## src/mipsCtrlPkg.sv

```systemverilog
// ================================================
// control encodings between decoder and datapath
// internal to the core, not part of the ISA
// ================================================

package mipsCtrlPkg;

  // ALU operation, aluNone forces a zero result
  typedef enum logic [2:0] {
    aluAdd,
    aluSub,
    aluAnd,
    aluOr,
    aluSlt,
    aluNone
  } aluOpT;

  // next pc source
  // pcBranch is only taken when the ALU zero flag is set
  typedef enum logic [1:0] {
    pcSeq,
    pcBranch,
    pcJump,
    pcReg
  } nextPcT;

  // register file destination index
  typedef enum logic [1:0] {
    dstRt,
    dstRd,
    dstLink
  } destT;

  // register file write-back source
  typedef enum logic [1:0] {
    wbAlu,
    wbMem,
    wbLink
  } wbSelT;

endpackage

```

## src/mipsIsaPkg.sv

```systemverilog
// ================================================
// MIPS instruction set widths and encodings
// only the subset the core executes is encoded
// data memory is word addressed, 128 words deep
// ================================================

package mipsIsaPkg;

  // ================================================
  // widths
  // ================================================

  // machine word and register index
  localparam int dataWidth    = 32;
  localparam int regAddrWidth = 5;

  // word address into data memory, byte address bits 8..2
  localparam int dmemAddrWidth = 7;

  // jal return address register
  localparam logic [regAddrWidth-1:0] linkReg = 5'd31;

  // ================================================
  // encodings
  // ================================================

  // primary opcode field, instr[31:26]
  typedef enum logic [5:0] {
    opRtype = 6'd0,
    opJ     = 6'd2,
    opJal   = 6'd3,
    opBeq   = 6'd4,
    opLw    = 6'd35,
    opSw    = 6'd43
  } opcodeT;

  // R-type function field, instr[5:0]
  typedef enum logic [5:0] {
    fnJr  = 6'd8,
    fnAdd = 6'd32,
    fnSub = 6'd34,
    fnAnd = 6'd36,
    fnOr  = 6'd37,
    fnSlt = 6'd42
  } functT;

endpackage
```

## src/mipsCore.sv

```systemverilog
// ================================================
// single-cycle MIPS core top level
// imemData and dmemRdata must be combinational
// data memory writes on clk when cen and wen low
// word accesses only, dmemAddr is a word index
// ================================================

`timescale 1ns/1ps

module mipsCore (
  input  logic                                 clk,
  input  logic                                 rst,
  output logic [mipsIsaPkg::dataWidth-1:0]     imemAddr,
  input  logic [mipsIsaPkg::dataWidth-1:0]     imemData,
  output logic [mipsIsaPkg::dmemAddrWidth-1:0] dmemAddr,
  output logic [mipsIsaPkg::dataWidth-1:0]     dmemWdata,
  input  logic [mipsIsaPkg::dataWidth-1:0]     dmemRdata,
  output logic                                 dmemCen,
  output logic                                 dmemWen,
  output logic [mipsIsaPkg::dataWidth-1:0]     rfWriteData
);

  // ================================================
  // instruction fields
  // ================================================

  mipsIsaPkg::opcodeT                  opcode;
  mipsIsaPkg::functT                   funct;
  logic [mipsIsaPkg::regAddrWidth-1:0] rsAddr;
  logic [mipsIsaPkg::regAddrWidth-1:0] rtAddr;
  logic [mipsIsaPkg::regAddrWidth-1:0] rdAddr;
  logic [15:0]                         imm;
  logic [25:0]                         jumpIndex;

  // decoder outputs
  mipsCtrlPkg::nextPcT nextPc;
  mipsCtrlPkg::aluOpT  aluOp;
  logic                useImm;
  logic                regWrite;
  mipsCtrlPkg::destT   destSel;
  mipsCtrlPkg::wbSelT  wbSel;
  logic                memRead;
  logic                memWrite;

  // datapath
  logic [mipsIsaPkg::dataWidth-1:0] aluResult;
  logic                             aluZero;
  logic [mipsIsaPkg::dataWidth-1:0] rsData;
  logic [mipsIsaPkg::dataWidth-1:0] rtData;
  logic [mipsIsaPkg::dataWidth-1:0] pcPlus4;

  assign opcode    = mipsIsaPkg::opcodeT'(imemData[31:26]);
  assign funct     = mipsIsaPkg::functT'(imemData[5:0]);
  assign rsAddr    = imemData[25:21];
  assign rtAddr    = imemData[20:16];
  assign rdAddr    = imemData[15:11];
  assign imm       = imemData[15:0];
  assign jumpIndex = imemData[25:0];

  // ================================================
  // data memory port
  // ================================================

  // byte address to word index, low two bits dropped
  assign dmemAddr  = aluResult[mipsIsaPkg::dmemAddrWidth+1:2];
  assign dmemWdata = rtData;
  // active-low strobes
  assign dmemCen   = ~(memRead | memWrite);
  assign dmemWen   = ~memWrite;

  mainControl uCtrl (
    .opcode(opcode), .funct(funct), .nextPc(nextPc), .aluOp(aluOp),
    .useImm(useImm), .regWrite(regWrite), .destSel(destSel),
    .wbSel(wbSel), .memRead(memRead), .memWrite(memWrite)
  );

  pcUnit uPc (
    .clk(clk), .rst(rst), .nextPc(nextPc), .aluZero(aluZero),
    .imm(imm), .jumpIndex(jumpIndex), .rsData(rsData),
    .pc(imemAddr), .pcPlus4(pcPlus4)
  );

  aluStage uAlu (
    .rsData(rsData), .rtData(rtData), .imm(imm), .useImm(useImm),
    .aluOp(aluOp), .aluResult(aluResult), .aluZero(aluZero)
  );

  // write-back value is brought out for observation
  regFile uRegs (
    .clk(clk), .rst(rst), .regWrite(regWrite),
    .rsAddr(rsAddr), .rtAddr(rtAddr), .rdAddr(rdAddr),
    .destSel(destSel), .wbSel(wbSel), .aluResult(aluResult),
    .memData(dmemRdata), .pcPlus4(pcPlus4),
    .rsData(rsData), .rtData(rtData), .writeData(rfWriteData)
  );

endmodule

```

## src/regFile.sv

```systemverilog
// ================================================
// 32 x 32 register file, two read ports
// register 0 has no storage and reads as zero
// writes on the rising edge, reads combinational
// ================================================

`timescale 1ns/1ps

module regFile (
  input  logic                                clk,
  input  logic                                rst,
  input  logic                                regWrite,
  input  logic [mipsIsaPkg::regAddrWidth-1:0] rsAddr,
  input  logic [mipsIsaPkg::regAddrWidth-1:0] rtAddr,
  input  logic [mipsIsaPkg::regAddrWidth-1:0] rdAddr,
  input  mipsCtrlPkg::destT                   destSel,
  input  mipsCtrlPkg::wbSelT                  wbSel,
  input  logic [mipsIsaPkg::dataWidth-1:0]    aluResult,
  input  logic [mipsIsaPkg::dataWidth-1:0]    memData,
  input  logic [mipsIsaPkg::dataWidth-1:0]    pcPlus4,
  output logic [mipsIsaPkg::dataWidth-1:0]    rsData,
  output logic [mipsIsaPkg::dataWidth-1:0]    rtData,
  output logic [mipsIsaPkg::dataWidth-1:0]    writeData
);

  // registers 1 to 31 only
  logic [mipsIsaPkg::dataWidth-1:0]    regs [1:31];
  logic [mipsIsaPkg::regAddrWidth-1:0] writeAddr;
  logic                                writeEn;

  // destination index
  always_comb begin
    case (destSel)
      mipsCtrlPkg::dstRt:   writeAddr = rtAddr;
      mipsCtrlPkg::dstRd:   writeAddr = rdAddr;
      mipsCtrlPkg::dstLink: writeAddr = mipsIsaPkg::linkReg;
      default:              writeAddr = '0;
    endcase
  end

  // write-back value, also visible outside the core
  always_comb begin
    case (wbSel)
      mipsCtrlPkg::wbAlu:  writeData = aluResult;
      mipsCtrlPkg::wbMem:  writeData = memData;
      mipsCtrlPkg::wbLink: writeData = pcPlus4;
      default:             writeData = aluResult;
    endcase
  end

  // writes to $0 are dropped here
  assign writeEn = regWrite && (writeAddr != '0);

  always_ff @(posedge clk or negedge rst) begin
    if (!rst) begin
      for (int i = 1; i < 32; i++) begin
        regs[i] <= '0;
      end
    end else if (writeEn) begin
      regs[writeAddr] <= writeData;
    end
  end

  // read ports, no write-through bypass needed in a single cycle core
  assign rsData = (rsAddr == '0) ? '0 : regs[rsAddr];
  assign rtData = (rtAddr == '0) ? '0 : regs[rtAddr];

endmodule

```

## src/aluStage.sv

```systemverilog
// ================================================
// ALU with second operand select
// immediate is always sign extended
// slt compares as signed, zero flag for sub only
// ================================================

`timescale 1ns/1ps

module aluStage (
  input  logic [mipsIsaPkg::dataWidth-1:0] rsData,
  input  logic [mipsIsaPkg::dataWidth-1:0] rtData,
  input  logic [15:0]                      imm,
  input  logic                             useImm,
  input  mipsCtrlPkg::aluOpT               aluOp,
  output logic [mipsIsaPkg::dataWidth-1:0] aluResult,
  output logic                             aluZero
);

  logic [mipsIsaPkg::dataWidth-1:0] immExt;
  logic [mipsIsaPkg::dataWidth-1:0] operandB;
  logic                             lessThan;

  // operand b, rt or the offset for lw and sw
  assign immExt   = {{16{imm[15]}}, imm};
  assign operandB = useImm ? immExt : rtData;

  // signed compare for slt
  assign lessThan = $signed(rsData) < $signed(operandB);

  always_comb begin
    case (aluOp)
      mipsCtrlPkg::aluAdd: aluResult = rsData + operandB;
      mipsCtrlPkg::aluSub: aluResult = rsData - operandB;
      mipsCtrlPkg::aluAnd: aluResult = rsData & operandB;
      mipsCtrlPkg::aluOr:  aluResult = rsData | operandB;
      mipsCtrlPkg::aluSlt: begin
        aluResult = {{(mipsIsaPkg::dataWidth-1){1'b0}}, lessThan};
      end
      // aluNone and anything else
      default:             aluResult = '0;
    endcase
  end

  // equality test for beq
  // qualified with sub so other ops never raise it
  assign aluZero = (aluOp == mipsCtrlPkg::aluSub) && (aluResult == '0);

endmodule

```

## src/pcUnit.sv

```systemverilog
// ================================================
// program counter and next address selection
// branch taken only when aluZero is set
// jump keeps the upper four bits of pc+4
// ================================================

`timescale 1ns/1ps

module pcUnit (
  input  logic                               clk,
  input  logic                               rst,
  input  mipsCtrlPkg::nextPcT                nextPc,
  input  logic                               aluZero,
  input  logic [15:0]                        imm,
  input  logic [25:0]                        jumpIndex,
  input  logic [mipsIsaPkg::dataWidth-1:0]   rsData,
  output logic [mipsIsaPkg::dataWidth-1:0]   pc,
  output logic [mipsIsaPkg::dataWidth-1:0]   pcPlus4
);

  logic [mipsIsaPkg::dataWidth-1:0] branchOffset;
  logic [mipsIsaPkg::dataWidth-1:0] branchTarget;
  logic [mipsIsaPkg::dataWidth-1:0] jumpTarget;
  logic [mipsIsaPkg::dataWidth-1:0] pcNext;

  // sequential address
  assign pcPlus4 = pc + 32'd4;

  // word offset, sign extended and scaled to bytes
  assign branchOffset = {{14{imm[15]}}, imm, 2'b00};
  assign branchTarget = pcPlus4 + branchOffset;

  // pseudo-direct jump within the current 256 MB region
  assign jumpTarget = {pcPlus4[31:28], jumpIndex, 2'b00};

  // ================================================
  // next pc mux
  // ================================================

  always_comb begin
    case (nextPc)
      mipsCtrlPkg::pcSeq:    pcNext = pcPlus4;
      // not-taken branch falls through
      mipsCtrlPkg::pcBranch: pcNext = aluZero ? branchTarget : pcPlus4;
      mipsCtrlPkg::pcJump:   pcNext = jumpTarget;
      mipsCtrlPkg::pcReg:    pcNext = rsData;
      default:               pcNext = pcPlus4;
    endcase
  end

  // one instruction per clock
  always_ff @(posedge clk or negedge rst) begin
    if (!rst) begin
      pc <= '0;
    end else begin
      pc <= pcNext;
    end
  end

endmodule

```

## src/mainControl.sv

```systemverilog
// ================================================
// main decoder, purely combinational
// unknown opcodes and functs decode to no writes
// all-zero instruction leaves memory idle
// ================================================

`timescale 1ns/1ps

module mainControl (
  input  mipsIsaPkg::opcodeT  opcode,
  input  mipsIsaPkg::functT   funct,
  output mipsCtrlPkg::nextPcT nextPc,
  output mipsCtrlPkg::aluOpT  aluOp,
  output logic                useImm,
  output logic                regWrite,
  output mipsCtrlPkg::destT   destSel,
  output mipsCtrlPkg::wbSelT  wbSel,
  output logic                memRead,
  output logic                memWrite
);

  always_comb begin
    // idle defaults, equal to a nop
    nextPc   = mipsCtrlPkg::pcSeq;
    aluOp    = mipsCtrlPkg::aluNone;
    useImm   = 1'b0;
    regWrite = 1'b0;
    destSel  = mipsCtrlPkg::dstRt;
    wbSel    = mipsCtrlPkg::wbAlu;
    memRead  = 1'b0;
    memWrite = 1'b0;

    case (opcode)
      mipsIsaPkg::opRtype: begin
        // register ops write rd
        destSel = mipsCtrlPkg::dstRd;
        case (funct)
          mipsIsaPkg::fnAdd: begin
            aluOp    = mipsCtrlPkg::aluAdd;
            regWrite = 1'b1;
          end
          mipsIsaPkg::fnSub: begin
            aluOp    = mipsCtrlPkg::aluSub;
            regWrite = 1'b1;
          end
          mipsIsaPkg::fnAnd: begin
            aluOp    = mipsCtrlPkg::aluAnd;
            regWrite = 1'b1;
          end
          mipsIsaPkg::fnOr: begin
            aluOp    = mipsCtrlPkg::aluOr;
            regWrite = 1'b1;
          end
          mipsIsaPkg::fnSlt: begin
            aluOp    = mipsCtrlPkg::aluSlt;
            regWrite = 1'b1;
          end
          // jump through rs, nothing written back
          mipsIsaPkg::fnJr: nextPc = mipsCtrlPkg::pcReg;
          default: ;
        endcase
      end
      mipsIsaPkg::opJ: nextPc = mipsCtrlPkg::pcJump;
      mipsIsaPkg::opJal: begin
        // return address pc+4 into r31
        nextPc   = mipsCtrlPkg::pcJump;
        regWrite = 1'b1;
        destSel  = mipsCtrlPkg::dstLink;
        wbSel    = mipsCtrlPkg::wbLink;
      end
      mipsIsaPkg::opBeq: begin
        // rs - rt sets the zero flag, pcUnit decides
        aluOp  = mipsCtrlPkg::aluSub;
        nextPc = mipsCtrlPkg::pcBranch;
      end
      mipsIsaPkg::opLw: begin
        aluOp    = mipsCtrlPkg::aluAdd;
        useImm   = 1'b1;
        regWrite = 1'b1;
        wbSel    = mipsCtrlPkg::wbMem;
        memRead  = 1'b1;
      end
      mipsIsaPkg::opSw: begin
        aluOp    = mipsCtrlPkg::aluAdd;
        useImm   = 1'b1;
        memWrite = 1'b1;
      end
      default: ;
    endcase
  end

endmodule

```

## config.mk

```make
export PLATFORM = sky130hd
export DESIGN_NAME = mipsCore
export DESIGN_NICKNAME = d
export VERILOG_FILES = /design/src/mipsCtrlPkg.sv /design/src/mipsIsaPkg.sv /design/src/mipsCore.sv /design/src/regFile.sv /design/src/aluStage.sv /design/src/pcUnit.sv /design/src/mainControl.sv
export SDC_FILE = /design/constraint.sdc
export NUM_CORES = 2
export LEC_CHECK = 0
export BUFFER_PORTS_ARGS = -buffer_cell sky130_fd_sc_hd__buf_2
export CORE_MARGIN = 1.5
export CORE_UTILIZATION = 64
export CTS_CLUSTER_SIZE = 28
export DETAILED_ROUTE_END_ITERATION = 8
export PLACE_DENSITY = 0.81
export SLEW_MARGIN = 15
export SYNTH_ARGS = -nofsm -noshare
export SYNTH_HDL_FRONTEND = slang
export SYNTH_HIERARCHICAL = 1
export SYNTH_SLANG_ARGS = --single-unit
```

## constraint.sdc

```tcl
create_clock -name clk -period 7.95 [get_ports clk]
set_input_delay 0.3975 -clock clk [delete_from_list [all_inputs] [get_ports clk]]
set_output_delay 0.3975 -clock clk [all_outputs]
set_load 0.05 [all_outputs]
```

==> reports/results.env <==
GP_CONGESTION=1.07
DETAIL_ROUTE.FIRST_PASS.ITERATIONS=9
AVGVIACOUNTPERCELL=7.65
CRIT_PATH_START_KIND='input pin'
DP_HPWL_MM=148
SYNTHCELLS=5066
POST-ROUTE-MIN-PERIOD_NS=7.29
PLACEMENT.IO_BUFFERS=170
YOSYSWARNINGS=6
DRC_VIOLATION_COUNT_AFTER_ROUTING=0
MUXSHAREOFSYNTHAREA_PCT=37.6
VDD_DROP_MAX_V=0.000164
POST_SYNTHESIS_CELL_AREA_UM2=64300
ROWS=116
CTS-HOLD-FIX-BUFFERS=1
FINAL-SEQ-AREA_UM2=25600
TIMING.FMAX_MHz=137
SYN_NETS=5281
SYN2LAYOUT_AREA_GROWTH_PCT=9.70
HOLD_PATH.CLASS='input pin to register'
ROOT_BUFFER='sky130_fd_sc_hd__clkbuf_16'
DIE_H_UM=320
MAX_CAP_VIOLATIONS=0
SYNTH-XOR-AREA-SHARE_PCT=1.02
FIRST_PASS_GRT_WIRE_LENGTH_MM=338
FINAL-SETUP-VIOL-COUNT=0
ROUTED_WIRELENGTH_MM=233
CRITPATHMAXFANOUT=52
SYNTH.TOP_CELL.AREA_SHARE_PCT=39.9
DIE_AREA_UM2=102000
TIGHTESTPINTRANSITION_NS=1.16
FINAL.SETUP.TNS_NS=0
CRITICAL_PATH_CLASS='input pin to output pin'
YS_DOMINANT_REG_CELL='sky130_fd_sc_hd__dfrtp_1'
YOSYS-TOP-CELLS-COUNT='sky130_fd_sc_hd__mux2_2 (1044), sky130_fd_sc_hd__dfrtp_1 (1024), sky130_fd_sc_hd__mux4_2 (424)'
MULTIINPUTGATEAREA_UM2=36200
POST_SYNTH_NUM_CELL_TYPES=111
SYN-MEAN-INSTANCE-AREA_UM2=12.7
CLOCK_INSERTION_DELAY_WORST_SKEW_NS=0.74
INTERNAL_POWER_mW=8.96
ANTENNA_FOUND_INITIAL=14
POWER_FRAC_CLOCK_PCT=40.6
SYNTH_COMPOUND_GATE_AREA_SHARE_PCT=8.98
FINALNETCOUNT=5322
CTS_REPAIR_RESIZE_COUNT=0
CTS.HTREE.LEVELS=3
SYNTH_ENABLE_FLOP_CELLS=0
P_LEAK_nW=33.1
TIMING_HOLD_VIOLATIONS_FINAL=0
AVGROUTEDWIREPERCELL_UM=35.8
CLOCK_SINK_COUNT=1024
MAXSLEWHEADROOM_PCT=22.9
POSTLAYOUTSETUPSLACKWORST_NS=0.662
POWER_FRAC_SEQ_PCT=41.9
CLKSLEWWORSTSETUPHOLDPATHS_NS=0.07
AREA_OF_THE_CORE_REGION_UM2=99900
SYNTH_FA_HA_AREA_SHARE_PCT=2.94
DRT-INITIAL-DRC-COUNT=7012
DPL_WORST_SLACK_NS=0.561
FINAL_CYCLE_UTILIZATION_OF_THE_CRITICAL_PATH_PCT=91.7
WORST_EP_REQUIRED_TIME_NS=7.55
NETSWITCHINGFRACTION_PCT=30.1
FILLERINSTANCES=6638
POWER.DENSITY_nW_PER_UM2=182
CTSLONGESTPATHBUFFERS=3
POSTSYNTHREGISTERBITS=1024
GRT_MAX_DEGREE=186
SYNTH-ASYNC-RESET-RATIO_PCT=100
DRTANTENNAVIOLNETS=0
YOSYS-TOP-CELLS-AREA='sky130_fd_sc_hd__dfrtp_1 (40%), sky130_fd_sc_hd__mux2_2 (18%), sky130_fd_sc_hd__mux4_2 (15%), sky130_fd_sc_hd__mux2i_1 (3.8%), sky130_fd_sc_hd__ha_1 (2.8%)'
CRITICAL_PATH.ENDPOINT_TYPE='output pin'
TIMING_MAX_TRANSITION_VIOLATIONS_FINAL=0
POST_CTS_BUFFERS=0
TOP_LEVEL_PORT_COUNT=171
FIN_HOLD_WS_NS=0.0522
GRT_PASS1_VIAS=49400
SHARE_COMB_OF_TOTAL_POWER_PCT=17.6
FRACTION_OF_LAYOUT_CELLS_WITH_A_SIZE_SUFFIX_ABOVE_1_PCT=41.9
SYNTH.YOSYS.SEQ_AREA_SHARE_PCT=39.9
VIA_COUNT=49700
CRITPATHARRIVALTIME_NS=6.89
GLOBALROUTEOVERFLOWTOTAL=0
POST-SYNTH-TOP-AREA-CELL='sky130_fd_sc_hd__dfrtp_1'
CTS_BUFFERS=105
SWITCHINGPOWER_mW=3.85
INITIAL_CORE_UTIL_PCT=64.3
RSZ0062_AT_GRT='no'
SYNTH_SIMPLE_GATE_AREA_SHARE_PCT=5.44
FINCLKSKEW_NS=0.0399
GROUTE.USAGE.OVERALL_PCT=45.3
DOMINANT_COMBINATIONAL_CELL_FAMILY_BY_AREA_AFTER_SYNTHESIS='multiplexers'
FIN_CELLS=6497
CELL_WITH_THE_MOST_INSTANCES_AFTER_SYNTHESIS='sky130_fd_sc_hd__mux2_2'
PLACE.DETAILED.INSTANCES=6297
TRITONCTS='yes'
CHIPWIDTH_UM=320
OUTCOME='complete, no violations'
[registers in the layout (all words and copies together) (netlist names)]
| register | cells |
|---|---|
| uPc/pc | 32 |
| uRegs/regs | 992 |
[path summary, 6_finish.rpt]
check	startpoint	to	slack (ns)	cells past startpoint
setup / recovery	imemData[23]	rfWriteData[31]	0.66	23
min in group asynchronous	rst	uRegs/regs[244]	0.27	2
hold / removal	imemData[6]	uPc/pc[8]	0.05	3
setup reg to reg	uRegs/regs[0]	uPc/pc[2]	1.10	25
max in group asynchronous	rst	uRegs/regs[99]	5.39	4
hold reg to reg	uRegs/regs[733]	uRegs/regs[733]	0.51	1
[stage by stage]
step	total power, mW	area, um^2	utilization, %
finish	12.8	70500	70.6
global route	13.1	70500	70.6
floorplan	6.86	64300	-
global placement	7.62	66900	67.0
detailed placement	7.63	66900	67.0
CTS	12.7	70500	70.6
[cell families (layout without fill, tap and decap cells)]
family,Yosys count,in the layout
xor gates and xnor gates,74,74
muxes,1747,1747
adders and majority gates,149,149
buffers and inverters,597,728
AOI/OAI and AO/OA,822,822
DFF,1024,1024
and+or+nand+nor,653,653
other,0,2
[worst max-delay path, stage by stage]
cell                       delay, ns
sky130_fd_sc_hd__buf_6          0.48
sky130_fd_sc_hd__buf_4          0.64
sky130_fd_sc_hd__a21oi_1        0.13
sky130_fd_sc_hd__a31oi_1        0.18
sky130_fd_sc_hd__o221ai_1       0.13
sky130_fd_sc_hd__o221ai_1       0.81
sky130_fd_sc_hd__inv_1          0.11
sky130_fd_sc_hd__ha_1           0.59
sky130_fd_sc_hd__nand2b_1       0.27
sky130_fd_sc_hd__nor3_1         0.32
sky130_fd_sc_hd__o21a_1         0.30
sky130_fd_sc_hd__nor3_1         0.12
sky130_fd_sc_hd__o211ai_1       0.35
sky130_fd_sc_hd__nand4_1        0.23
sky130_fd_sc_hd__o31a_1         0.30
sky130_fd_sc_hd__o22ai_1        0.19
sky130_fd_sc_hd__xor2_1         0.18
sky130_fd_sc_hd__a221oi_1       0.09
sky130_fd_sc_hd__buf_4          0.17
sky130_fd_sc_hd__inv_1          0.05
sky130_fd_sc_hd__nand2_1        0.06
sky130_fd_sc_hd__o21ai_2        0.28
sky130_fd_sc_hd__buf_2          0.37
[placed cells by master (no fill, tap or decap), types with 27 or more instances in the layout]
master,count
sky130_fd_sc_hd__a211o_1,31
sky130_fd_sc_hd__a21o_1,40
sky130_fd_sc_hd__a21oi_1,164
sky130_fd_sc_hd__a221oi_1,32
sky130_fd_sc_hd__a22oi_1,88
sky130_fd_sc_hd__buf_2,161
sky130_fd_sc_hd__buf_4,216
sky130_fd_sc_hd__clkbuf_16,105
sky130_fd_sc_hd__clkbuf_8,27
sky130_fd_sc_hd__dfrtp_1,1024
sky130_fd_sc_hd__ha_1,145
sky130_fd_sc_hd__inv_1,124
sky130_fd_sc_hd__mux2_1,36
sky130_fd_sc_hd__mux2_2,1044
sky130_fd_sc_hd__mux2i_1,243
sky130_fd_sc_hd__mux4_2,424
sky130_fd_sc_hd__nand2_1,170
sky130_fd_sc_hd__nand2b_1,34
sky130_fd_sc_hd__nand3_1,51
sky130_fd_sc_hd__nand4_1,36
sky130_fd_sc_hd__nor2_1,136
sky130_fd_sc_hd__nor2b_1,32
sky130_fd_sc_hd__nor3_1,34
sky130_fd_sc_hd__o211ai_1,41
sky130_fd_sc_hd__o21ai_0,94
sky130_fd_sc_hd__o21ai_2,34
sky130_fd_sc_hd__o22ai_1,46
sky130_fd_sc_hd__xnor2_1,49
[per-layer routing]
| layer | routed length [um] | global-route usage, % |
|---|---|---|
| met1 | 81700 | 58.2 |
| met2 | 101000 | 66.3 |
| met3 | 31300 | 14.3 |
| met4 | 18700 | 30.1 |
| met5 | 101 | 0 |
[power groups by stage]
stage                     registers, mW  clock network (mW)  logic (mW)
after global placement             5.45                   0        2.17
after CTS                          5.36                5.20        2.19
after global routing               5.37                5.41        2.36
after floorplan                    5.61                   0        1.25
final                              5.36                5.20        2.25
after detailed placement           5.45                   0        2.17
[area by class of cell]
cell class,instances,area share [%]
clock buffer,153,4.37
timing repair buffer,404,4.14
multi-input combinational,3445,51.4
sequential,1024,36.4
clock inverter,44,0.760
antenna,2,0.00710
tap,1298,2.30
inverter,127,0.676
Note: power is estimated with default switching activity, not from simulation.
